[config.mk]
export PLATFORM = sky130hd
export DESIGN_NAME = rx_core_top
export DESIGN_NICKNAME = d
export VERILOG_FILES = /design/src/source/rx_pkg.sv /design/src/source/rx_symbol_align.sv /design/src/source/rx_8b10b_decode.sv /design/src/source/rx_record_fifo.sv /design/src/source/rx_wb_regs.sv /design/src/source/rx_core_top.sv
export SDC_FILE = /design/constraint.sdc
export NUM_CORES = 1
export LEC_CHECK = 0
export ABC_AREA = 1
export BUFFER_PORTS_ARGS = -buffer_cell sky130_fd_sc_hd__buf_2
export CORE_MARGIN = 5
export CORE_UTILIZATION = 37
export CTS_CLUSTER_DIAMETER = 80
export CTS_CLUSTER_SIZE = 20
export DETAILED_ROUTE_END_ITERATION = 8
export SYNTH_ARGS = -nofsm -noshare
export SYNTH_HDL_FRONTEND = slang
export SYNTH_SLANG_ARGS = --single-unit
[constraint.sdc]
create_clock -name BUS_CLK -period 8.26 [get_ports BUS_CLK]
set_clock_uncertainty 0.05 [all_clocks]
set_input_delay 1.652 -clock BUS_CLK [delete_from_list [all_inputs] [get_ports BUS_CLK]]
set_output_delay 1.652 -clock BUS_CLK [all_outputs]
set_load 0.1 [all_outputs]
[src/source/rx_pkg.sv]
`default_nettype none

package rx_pkg;

    // version register contents
    localparam logic [7:0] RX_VERSION = 8'd2;

    // K28.5 comma, bit 9 is 'a' and goes on the wire first
    localparam logic [9:0] K28_5_RDN = 10'b0011111010;  // start at rd-
    localparam logic [9:0] K28_5_RDP = 10'b1100000101;  // start at rd+

    typedef enum logic {
        align_hunt,
        align_locked
    } align_state_e;

    // register map of the wishbone slave
    typedef enum logic [3:0] {
        addr_version  = 4'd0,   // read version, write soft reset
        addr_rx_reset = 4'd1,   // write only
        addr_config   = 4'd2,
        addr_level_lo = 4'd3,
        addr_level_hi = 4'd4,
        addr_dec_err  = 4'd5,
        addr_lost_err = 4'd6
    } reg_addr_e;

endpackage

`default_nettype wire

[src/source/rx_symbol_align.sv]
`default_nettype none

module rx_symbol_align (
    input  wire        BUS_CLK,
    input  wire        RST,
    input  wire        rx_data,
    input  wire        invert_rx,
    output logic [9:0] sym,
    output logic       sym_valid,
    output logic       locked
);
    import rx_pkg::*;

    align_state_e state;
    logic         rx_bit;       // sampled line, polarity fixed
    logic [9:0]   window;
    logic [9:0]   window_next;
    logic [3:0]   bit_cnt;      // bits of the current symbol taken so far

    assign window_next = {window[8:0], rx_bit};
    assign locked      = (state == align_locked);

    // one bit per clock
    always_ff @(posedge BUS_CLK) begin
        rx_bit <= rx_data ^ invert_rx;
    end

    always_ff @(posedge BUS_CLK) begin
        if (RST) begin
            state     <= align_hunt;
            window    <= '0;
            bit_cnt   <= '0;
            sym_valid <= 1'b0;
        end else begin
            window    <= window_next;
            sym_valid <= 1'b0;
            case (state)
                align_hunt: begin
                    // either comma polarity is accepted
                    if (window == K28_5_RDN || window == K28_5_RDP) begin
                        state   <= align_locked;
                        bit_cnt <= 4'd1;    // first bit of next symbol enters now
                    end
                end
                align_locked: begin
                    if (bit_cnt == 4'd9) begin
                        bit_cnt   <= '0;
                        sym_valid <= 1'b1;
                    end else begin
                        bit_cnt <= bit_cnt + 4'd1;
                    end
                end
                default: begin
                    state <= align_hunt;
                end
            endcase
        end
    end

    // symbol boundary reached on counter wrap
    always_ff @(posedge BUS_CLK) begin
        if (state == align_locked && bit_cnt == 4'd9)
            sym <= window_next;
    end

endmodule

`default_nettype wire

[src/source/rx_8b10b_decode.sv]
`default_nettype none

module rx_8b10b_decode (
    input  wire        BUS_CLK,
    input  wire        RST,
    input  wire  [9:0] sym,
    input  wire        sym_valid,
    output logic [7:0] byte_data,
    output logic       byte_k,
    output logic       byte_valid,
    output logic [7:0] decoder_err_cnt
);
    import rx_pkg::*;

    logic [5:0] abcdei;
    logic [3:0] fghj;
    logic [3:0] fghj_dec;   // k28 after a 110000 prefix uses the inverted 4b set
    logic [4:0] d5;
    logic [2:0] d3;
    logic       v6;
    logic       v4;
    logic       is_k28;
    logic [2:0] ones6;
    logic [2:0] ones4;
    logic       rd;         // running disparity, 1 is positive
    logic       rd_mid;
    logic       rd_next;
    logic       err6;
    logic       err4;
    logic       sym_bad;

    assign abcdei   = sym[9:4];
    assign fghj     = sym[3:0];
    assign is_k28   = (abcdei == 6'b001111) || (abcdei == 6'b110000);
    assign fghj_dec = (is_k28 && abcdei[5]) ? ~fghj : fghj;
    assign ones6    = 3'($countones(abcdei));
    assign ones4    = 3'($countones(fghj));
    assign sym_bad  = !v6 || !v4 || err6 || err4;

    // 6b sub-block, both disparity forms per entry
    always_comb begin
        v6 = 1'b1;
        case (abcdei)
            6'b100111, 6'b011000: d5 = 5'd0;
            6'b011101, 6'b100010: d5 = 5'd1;
            6'b101101, 6'b010010: d5 = 5'd2;
            6'b110001:            d5 = 5'd3;
            6'b110101, 6'b001010: d5 = 5'd4;
            6'b101001:            d5 = 5'd5;
            6'b011001:            d5 = 5'd6;
            6'b111000, 6'b000111: d5 = 5'd7;
            6'b111001, 6'b000110: d5 = 5'd8;
            6'b100101:            d5 = 5'd9;
            6'b010101:            d5 = 5'd10;
            6'b110100:            d5 = 5'd11;
            6'b001101:            d5 = 5'd12;
            6'b101100:            d5 = 5'd13;
            6'b011100:            d5 = 5'd14;
            6'b010111, 6'b101000: d5 = 5'd15;
            6'b011011, 6'b100100: d5 = 5'd16;
            6'b100011:            d5 = 5'd17;
            6'b010011:            d5 = 5'd18;
            6'b110010:            d5 = 5'd19;
            6'b001011:            d5 = 5'd20;
            6'b101010:            d5 = 5'd21;
            6'b011010:            d5 = 5'd22;
            6'b111010, 6'b000101: d5 = 5'd23;
            6'b110011, 6'b001100: d5 = 5'd24;
            6'b100110:            d5 = 5'd25;
            6'b010110:            d5 = 5'd26;
            6'b110110, 6'b001001: d5 = 5'd27;
            6'b001110, 6'b001111, 6'b110000: d5 = 5'd28;   // D.28 and K.28
            6'b101110, 6'b010001: d5 = 5'd29;
            6'b011110, 6'b100001: d5 = 5'd30;
            6'b101011, 6'b010100: d5 = 5'd31;
            default: begin
                d5 = 5'd0;
                v6 = 1'b0;
            end
        endcase
    end

    // 4b sub-block
    always_comb begin
        v4 = 1'b1;
        case (fghj_dec)
            4'b0100, 4'b1011: d3 = 3'd0;
            4'b1001:          d3 = 3'd1;
            4'b0101:          d3 = 3'd2;
            4'b0011, 4'b1100: d3 = 3'd3;
            4'b0010, 4'b1101: d3 = 3'd4;
            4'b1010:          d3 = 3'd5;
            4'b0110:          d3 = 3'd6;
            4'b0001, 4'b1110, 4'b1000, 4'b0111: d3 = 3'd7;
            default: begin
                d3 = 3'd0;
                v4 = 1'b0;
            end
        endcase
    end

    // disparity check, 6b first then 4b
    always_comb begin
        rd_mid = rd;
        err6   = 1'b0;
        if (ones6 == 3'd4) begin
            err6   = rd;        // +2 block only allowed from rd-
            rd_mid = 1'b1;
        end else if (ones6 == 3'd2) begin
            err6   = !rd;
            rd_mid = 1'b0;
        end else if (abcdei == 6'b111000 || abcdei == 6'b000111) begin
            err6 = (abcdei[5] == rd);   // neutral but rd dependent
        end
        rd_next = rd_mid;
        err4    = 1'b0;
        if (ones4 == 3'd3) begin
            err4    = rd_mid;
            rd_next = 1'b1;
        end else if (ones4 == 3'd1) begin
            err4    = !rd_mid;
            rd_next = 1'b0;
        end else if (fghj == 4'b1100 || fghj == 4'b0011) begin
            err4 = (fghj[3] == rd_mid);
        end
    end

    always_ff @(posedge BUS_CLK) begin
        if (RST) begin
            rd              <= 1'b0;
            byte_valid      <= 1'b0;
            decoder_err_cnt <= '0;
        end else begin
            byte_valid <= 1'b0;
            if (sym_valid) begin
                if (sym == K28_5_RDN || sym == K28_5_RDP) begin
                    rd         <= (sym == K28_5_RDN);  // comma resyncs disparity
                    byte_valid <= 1'b1;
                end else if (sym_bad) begin
                    if (decoder_err_cnt != 8'hFF)
                        decoder_err_cnt <= decoder_err_cnt + 8'd1;
                end else begin
                    rd         <= rd_next;
                    byte_valid <= 1'b1;
                end
            end
        end
    end

    always_ff @(posedge BUS_CLK) begin
        if (sym_valid) begin
            byte_data <= {d3, d5};
            byte_k    <= is_k28;
        end
    end

endmodule

`default_nettype wire

[src/source/rx_record_fifo.sv]
`default_nettype none

module rx_record_fifo #(
    parameter int FIFO_DEPTH = 16
) (
    input  wire         BUS_CLK,
    input  wire         RST,
    input  wire  [7:0]  byte_data,
    input  wire         byte_k,
    input  wire         byte_valid,
    input  wire         fifo_read,
    output logic [23:0] rec_data,
    output logic        fifo_empty,
    output logic [15:0] fifo_level,
    output logic [7:0]  lost_err_cnt
);
    localparam int AW = $clog2(FIFO_DEPTH);

    logic [23:0] mem [FIFO_DEPTH];
    logic [AW:0] wr_ptr;        // extra msb tells full from empty
    logic [AW:0] rd_ptr;
    logic [AW:0] level;
    logic [1:0]  byte_idx;
    logic [15:0] rec_hi;        // first two bytes, msb first
    logic        rec_done;
    logic        full;
    logic        push;
    logic        pop;

    assign rec_done = byte_valid && !byte_k && (byte_idx == 2'd2);
    assign full     = (wr_ptr[AW] != rd_ptr[AW]) && (wr_ptr[AW-1:0] == rd_ptr[AW-1:0]);
    assign push     = rec_done && !full;
    assign pop      = fifo_read && !fifo_empty;  // empty reads are ignored
    assign level    = wr_ptr - rd_ptr;

    assign fifo_empty = (wr_ptr == rd_ptr);
    assign fifo_level = 16'(level);
    assign rec_data   = mem[rd_ptr[AW-1:0]];     // fall-through output

    // byte position inside the record
    always_ff @(posedge BUS_CLK) begin
        if (RST) begin
            byte_idx <= 2'd0;
        end else if (byte_valid) begin
            if (byte_k || byte_idx == 2'd2)
                byte_idx <= 2'd0;   // K byte drops a partial record
            else
                byte_idx <= byte_idx + 2'd1;
        end
    end

    always_ff @(posedge BUS_CLK) begin
        if (byte_valid && !byte_k) begin
            if (byte_idx == 2'd0)
                rec_hi[15:8] <= byte_data;
            else if (byte_idx == 2'd1)
                rec_hi[7:0] <= byte_data;
        end
        if (push)
            mem[wr_ptr[AW-1:0]] <= {rec_hi, byte_data};
    end

    always_ff @(posedge BUS_CLK) begin
        if (RST) begin
            wr_ptr       <= '0;
            rd_ptr       <= '0;
            lost_err_cnt <= '0;
        end else begin
            if (push)
                wr_ptr <= wr_ptr + 1'b1;
            if (pop)
                rd_ptr <= rd_ptr + 1'b1;
            // record dropped, stream cannot be held off
            if (rec_done && full && lost_err_cnt != 8'hFF)
                lost_err_cnt <= lost_err_cnt + 8'd1;
        end
    end

endmodule

`default_nettype wire

[src/source/rx_wb_regs.sv]
`default_nettype none

module rx_wb_regs (
    input  wire         BUS_CLK,
    input  wire         RST,
    input  wire         wb_cyc,
    input  wire         wb_stb,
    input  wire         wb_we,
    input  wire  [3:0]  wb_adr,
    input  wire  [7:0]  wb_dat_w,
    input  wire         locked,
    input  wire  [15:0] fifo_level,
    input  wire  [7:0]  decoder_err_cnt,
    input  wire  [7:0]  lost_err_cnt,
    output logic [7:0]  wb_dat_r,
    output logic        wb_ack,
    output logic        core_rst,
    output logic        rx_rst,
    output logic        invert_rx
);
    import rx_pkg::*;

    reg_addr_e  addr;
    logic       access;     // first cycle with cyc and stb
    logic       wr;
    logic       soft_rst;
    logic [7:0] cfg_reg;
    logic [7:0] rd_mux;

    assign addr   = reg_addr_e'(wb_adr);
    assign access = wb_cyc && wb_stb && !wb_ack;
    assign wr     = access && wb_we;

    assign core_rst  = RST || soft_rst;
    assign invert_rx = cfg_reg[1];

    // ack and reset pulses share the ack cycle
    always_ff @(posedge BUS_CLK) begin
        if (RST) begin
            wb_ack   <= 1'b0;
            soft_rst <= 1'b0;
            rx_rst   <= 1'b0;
        end else begin
            wb_ack   <= access;
            soft_rst <= wr && (addr == addr_version);
            rx_rst   <= wr && (addr == addr_rx_reset);
        end
    end

    // config survives a receiver reset
    always_ff @(posedge BUS_CLK) begin
        if (core_rst)
            cfg_reg <= 8'h00;
        else if (wr && addr == addr_config)
            cfg_reg <= wb_dat_w;
    end

    always_comb begin
        case (addr)
            addr_version:  rd_mux = RX_VERSION;
            addr_config:   rd_mux = {cfg_reg[7:1], locked};   // bit 0 is rx_ready
            addr_level_lo: rd_mux = fifo_level[7:0];
            addr_level_hi: rd_mux = fifo_level[15:8];
            addr_dec_err:  rd_mux = decoder_err_cnt;
            addr_lost_err: rd_mux = lost_err_cnt;
            default:       rd_mux = 8'h00;
        endcase
    end

    // held through the ack cycle
    always_ff @(posedge BUS_CLK) begin
        if (access)
            wb_dat_r <= rd_mux;
    end

endmodule

`default_nettype wire

[src/source/rx_core_top.sv]
`default_nettype none

module rx_core_top #(
    parameter int         FIFO_DEPTH      = 16,
    parameter logic [7:0] DATA_IDENTIFIER = 8'h5A
) (
    input  wire         BUS_CLK,
    input  wire         RST,
    input  wire         rx_data,
    output logic        rx_ready,
    output logic        rx_decoder_err,
    output logic        rx_overflow_err,
    input  wire         fifo_read,
    output logic        fifo_empty,
    output logic [31:0] fifo_data,
    input  wire         wb_cyc,
    input  wire         wb_stb,
    input  wire         wb_we,
    input  wire  [3:0]  wb_adr,
    input  wire  [7:0]  wb_dat_w,
    output logic [7:0]  wb_dat_r,
    output logic        wb_ack
);
    logic        core_rst;
    logic        rx_rst;
    logic        dp_rst;        // data path reset
    logic        invert_rx;
    logic [9:0]  sym;
    logic        sym_valid;
    logic        locked;
    logic [7:0]  byte_data;
    logic        byte_k;
    logic        byte_valid;
    logic [7:0]  decoder_err_cnt;
    logic [23:0] rec_data;
    logic [15:0] fifo_level;
    logic [7:0]  lost_err_cnt;

    assign dp_rst = core_rst || rx_rst;

    rx_symbol_align u_align (
        .BUS_CLK   (BUS_CLK),
        .RST       (dp_rst),
        .rx_data   (rx_data),
        .invert_rx (invert_rx),
        .sym       (sym),
        .sym_valid (sym_valid),
        .locked    (locked)
    );

    rx_8b10b_decode u_decode (
        .BUS_CLK         (BUS_CLK),
        .RST             (dp_rst),
        .sym             (sym),
        .sym_valid       (sym_valid),
        .byte_data       (byte_data),
        .byte_k          (byte_k),
        .byte_valid      (byte_valid),
        .decoder_err_cnt (decoder_err_cnt)
    );

    rx_record_fifo #(
        .FIFO_DEPTH (FIFO_DEPTH)
    ) u_fifo (
        .BUS_CLK      (BUS_CLK),
        .RST          (dp_rst),
        .byte_data    (byte_data),
        .byte_k       (byte_k),
        .byte_valid   (byte_valid),
        .fifo_read    (fifo_read),
        .rec_data     (rec_data),
        .fifo_empty   (fifo_empty),
        .fifo_level   (fifo_level),
        .lost_err_cnt (lost_err_cnt)
    );

    rx_wb_regs u_regs (
        .BUS_CLK         (BUS_CLK),
        .RST             (RST),
        .wb_cyc          (wb_cyc),
        .wb_stb          (wb_stb),
        .wb_we           (wb_we),
        .wb_adr          (wb_adr),
        .wb_dat_w        (wb_dat_w),
        .locked          (locked),
        .fifo_level      (fifo_level),
        .decoder_err_cnt (decoder_err_cnt),
        .lost_err_cnt    (lost_err_cnt),
        .wb_dat_r        (wb_dat_r),
        .wb_ack          (wb_ack),
        .core_rst        (core_rst),
        .rx_rst          (rx_rst),
        .invert_rx       (invert_rx)
    );

    // identifier byte on top of each record
    assign fifo_data       = {DATA_IDENTIFIER, rec_data};
    assign rx_ready        = locked;
    assign rx_decoder_err  = (decoder_err_cnt != 8'd0);
    assign rx_overflow_err = (lost_err_cnt != 8'd0);

endmodule

`default_nettype wire

* Yosys cells after proc, flatten, opt, wreduce, memory -nomap -nowiden
Memories as Yosys holds them, arrays and structs flattened. A register that Yosys moved wholly into a read port is not among the register bits. Cells that the tools add are included.
Word-level totals: output and inout bits 45, register bits 101, word-level logic and storage cells 227, RAM bits 384, input port bits 19, memories 1
Operators by class: multiplexer cells 31, bitwise operators 6, reductions and logical operators 63, add/subtract/negate cells 15, equality and inequality tests 89
Memory list:
- u_fifo.mem | depth 16, width 24, rd ports 1, clocked after Yosys merged registers in 1, wr ports 1, RTL line rx_record_fifo.sv:19 | logic [23:0] mem [FIFO_DEPTH];
Operators by type and width (number):
- 5-bit one-hot mux with 31 select lines | 1
- 6-bit equality test, second input constant | 24
- 6-bit by 5-bit equality test with 1-bit output, second input constant | 14
- 48-bit OR reduction | 1
- 6-bit by 4-bit equality test with 1-bit output, second input constant | 7
- 8-bit one-hot mux with 5 select lines | 1
- 4-bit equality test, second input constant | 9
- 2-bit OR reduction | 17
- 4-bit by 3-bit equality test with 1-bit output, second input constant | 6
- 1-bit two-way mux | 21
- 3-bit one-hot mux with 7 select lines | 1
- 10-bit equality test, second input constant | 2
- 10-bit by 8-bit equality test with 1-bit output, second input constant | 2
- 4-bit by 2-bit equality test with 1-bit output, second input constant | 5
- 4-bit two-way mux | 5
- 6-bit by 3-bit equality test with 1-bit output, second input constant | 3
- 8-bit by 1-bit adder with 8-bit output, second input constant | 2
- 8-bit inequality test, second input constant | 2
- 8-bit nonzero test | 2
- 1-bit logical AND | 15
- 14-bit OR reduction | 1
- 1-bit logical OR | 11
- 1-bit by 1-bit adder with 2-bit output | 5
- 5-bit by 1-bit adder with 5-bit output, second input constant | 2
- other kinds (29) | 45

* Longest topological paths before layout
depth in word-level cells 13, depth in mapped cells 19, gate-level depth less buffers 17

* By module
Synthesis repeated with hierarchy kept, for this count alone.
Second synthesis, totals: cell total of the unflattened synthesis 2248, area, all modules 22217.6 sq um
Modules (own cells, without submodules):
- rx_record_fifo | cells an instance 1594, area an instance 17723.2 sq um, instances 1
- rx_8b10b_decode | cells an instance 356, area an instance 2279.7 sq um, instances 1
- rx_wb_regs | cells an instance 160, area an instance 1057.3 sq um, instances 1
- rx_symbol_align | cells an instance 97, area an instance 970.9 sq um, instances 1
- rx_core_top | cells an instance 41, area an instance 186.4 sq um, instances 1

* Least setup slack after synthesis
Ideal clock, no wire load.
path type flip-flop to output port, start point register u_fifo.wr_ptr[0], end point output port fifo_empty, path buffers 0, path slack 4.407 ns, arrival 2.151 ns, cell stages (with the launch flop) 5, path through dfxtp_1 > inv_1 > ha_1 > nand4_1 > nor2_1
Between the ends: word-level cells in the longest chain between the ends 1
RTL lines:
- start: declaration | RTL line rx_record_fifo.sv:20 | logic [AW:0] wr_ptr;
- start signal: assignment | RTL line rx_record_fifo.sv:70 | wr_ptr <= wr_ptr + 1'b1;
- 5-bit equality test | RTL line rx_record_fifo.sv:36 | assign fifo_empty = (wr_ptr == rd_ptr);
- end: declaration | RTL line rx_core_top.sv:14 | output logic fifo_empty,
Every way passes these cells.

==> metrics.cfg <==
[logic_synthesis]
synth_edf_count = 427
yosys.area_share.adder_pct = 2.81
netlist_area_um2 = 21100
synth_seq_area_share_pct = 66.5
avgSynthCellArea_um2 = 12.0
synth_cell_types = 49
synth_top_family_by_area = compound AO/OA/AOI/OAI gates
synth_mux_area_share_pct = 4.55
synth_seq_cells = 488
postSynthCellCount = 1754
synth-simple-area-share_pct = 9.11
synth_xor_area_share_pct = 0.373
ys_warn_count = 0
synth_top_area_share_pct = 60.7
synth_compound_area_share_pct = 10.9
synth-main-ff-cell = edfxtp_1
synth_area_leaders = edfxtp_1 61%, dfxtp_1 5.8%, mux2i_1 4.6%, inv_1 3.6%, o21ai_0 3.5%
synth_top_area_cell = edfxtp_1
async_reset_ff_share_pct = 0

[clocking]
hold_buffers = 0
path_clk_slew_ps = 90
cts.htree.levels = 1
insertion_delay_ps = 620
cts_resized = 0
post_cts_buffers = 0
clk_path_buf_depth = 3
cts.sinks = 488
root_buffer = clkbuf_16
cts-buffers-inserted = 30
cts_tree = done

[detailed_routing]
via_per_inst = 5.14
dr.pass1.iters = 7
wl_per_cell_um = 18.8
drc = 0
drt_first_iter_violations = 917
ant_nets = 0
vias = 13017
wirelength_um = 47700

[critical_path]
r2r_slack_ps = 4540
endpoint_kind = primary output
path_max_fanout = 58
cp-start-kind = flop
worst_ep_arrival_time_ps = 3490
criticalPathCategory = reg -> out
required_ps = 6560
timing.rr.start = u_align.sym[9]

[global_route]
grtUsageTotal_pct = 14.7
grt_pass1_wl_um = 73000
antenna_found_initial = 0
grt_max_degree = 157
grt_overflow_total = 0
grt_pass1_vias = 12789

[sta]
period_needed_ps = 5190
relSlewSlack_pct = 19.4
slew_viol_final = 0
tightest_slew_ps = 1210
max_freq_mhz = 193
timing.final.crit_share_pct = 62.8
rsz0062_at_grt = false
whs_ps = 386
tns_ps = 0
final-hold-violation-count = 0
finalSetupViolCount = 0

[pwr]
clkPwrFrac_pct = 32.0
p_per_area_nw_per_um2 = 204
p_int_mw = 3.45
vdd_drop_max_uv = 158
p_sw_mw = 1.23
p_leak_nw = 7.87
seqPwrFrac_pct = 56.9
p_comb_share_pct = 11.1
swShare_pct = 26.3

[die]
ioPinCount = 64
die_y_um = 249
fp.dieW_um = 249
fp-row-count = 87
dieArea_um2 = 61900
initial_core_util_pct = 37.4
core_area_um2 = 56500

[layout]
final_cell_mix = 427 x edfxtp_1, 204 x inv_1, 161 x nand2_1
final_common_cell = edfxtp_1
largest_reg_flops = 384
fillers = 5278
drive_gt1_share_pct = 8.77
seq_area_um2 = 14100
fin_nets = 1833
area_delta_synth_final_pct = 9.01
multiInputGateArea_um2 = 6000
n_antenna_cell = 0

[run]
drv_cap = 0

[placement]
routabilityCongestion = 0.833
portBuffers = 54
post-dp-hpwl_um = 26400

[hold_path]
worstHoldStart = u_align.rx_bit
hp-class = reg -> reg

[status]
status = completed

==> cell type report <==
type	instances	share of cell area (%)
well taps	756	4.11
multi-input cells	976	26.1
clock buffers	36	3.36
clock inverters	5	0.391
repair buffers	66	1.62
inverters	207	3.38
flip-flops and latches	488	61.1
==> metrics by stage <==
step	instances	setup WS [ps]	area (um2)	total power, mW	util [%]
after global routing	2534	2860	23000	4.84	40.7
after global placement	2493	3650	22200	3.24	39.2
after detailed placement	2493	3660	22200	3.25	39.2
final	2534	3070	23000	4.69	40.7
after floorplan	1760	4410	21100	3.15	-
after CTS	2534	3010	23000	4.72	40.7
==> worst paths after layout <==
| check | endpoint | cells after the start |
|---|---|---|
| max | fifo_data[0] | 6 |
| min | u_align.window[0] | 2 |
| max reg2reg | u_decode.decoder_err_cnt[2] | 16 |
| min reg2reg | u_align.window[0] | 2 |
==> power groups by stage <==
stage	Combinational [mW]	Clock (mW)	Sequential (mW)
after floorplan	0.435	0	2.71
after global placement	0.520	0	2.72
after detailed placement	0.523	0	2.72
after CTS	0.524	1.53	2.67
after global routing	0.559	1.61	2.67
final	0.520	1.50	2.67
==> synth_stat cells (11+ instances only) <==
| cell | n |
|---|---|
| edfxtp_1 | 427 |
| inv_1 | 205 |
| nand2_1 | 161 |
| o21ai_0 | 149 |
| a21oi_1 | 126 |
| nor2_1 | 104 |
| mux2i_1 | 96 |
| o211ai_1 | 96 |
| nand3_1 | 70 |
| dfxtp_1 | 61 |
| clkbuf_1 | 50 |
| ha_1 | 41 |
| nand4_1 | 19 |
| nor3_1 | 18 |
| buf_2 | 15 |
| nor4_1 | 12 |
| nand3_2 | 11 |
==> critical path, cell delays in order, from the launching register on <==
cell and delay [ps]:
dfxtp_4 500, inv_2 670, buf_4 750, o21ai_0 200
o211ai_1 220, nand2_1 170, buf_2 330
==> cell families after synthesis <==
kind of cell / Yosys count
fa+ha+maj: 45
mux: 96
flops: 488
buf+inv: 296
xor+xnor: 9
compound gates: 397
simple gates: 421
other cells: 2
==> metal layers <==
layer  vias up  track usage [%]  routed length [um]
li1       6271                -                   -
met1      6348             20.0               21600
met2       331             25.1               22900
met3        67             1.83                2060
met4         0             3.75                1200
met5         -                0                   0
(Power assumes the default switching activity.)
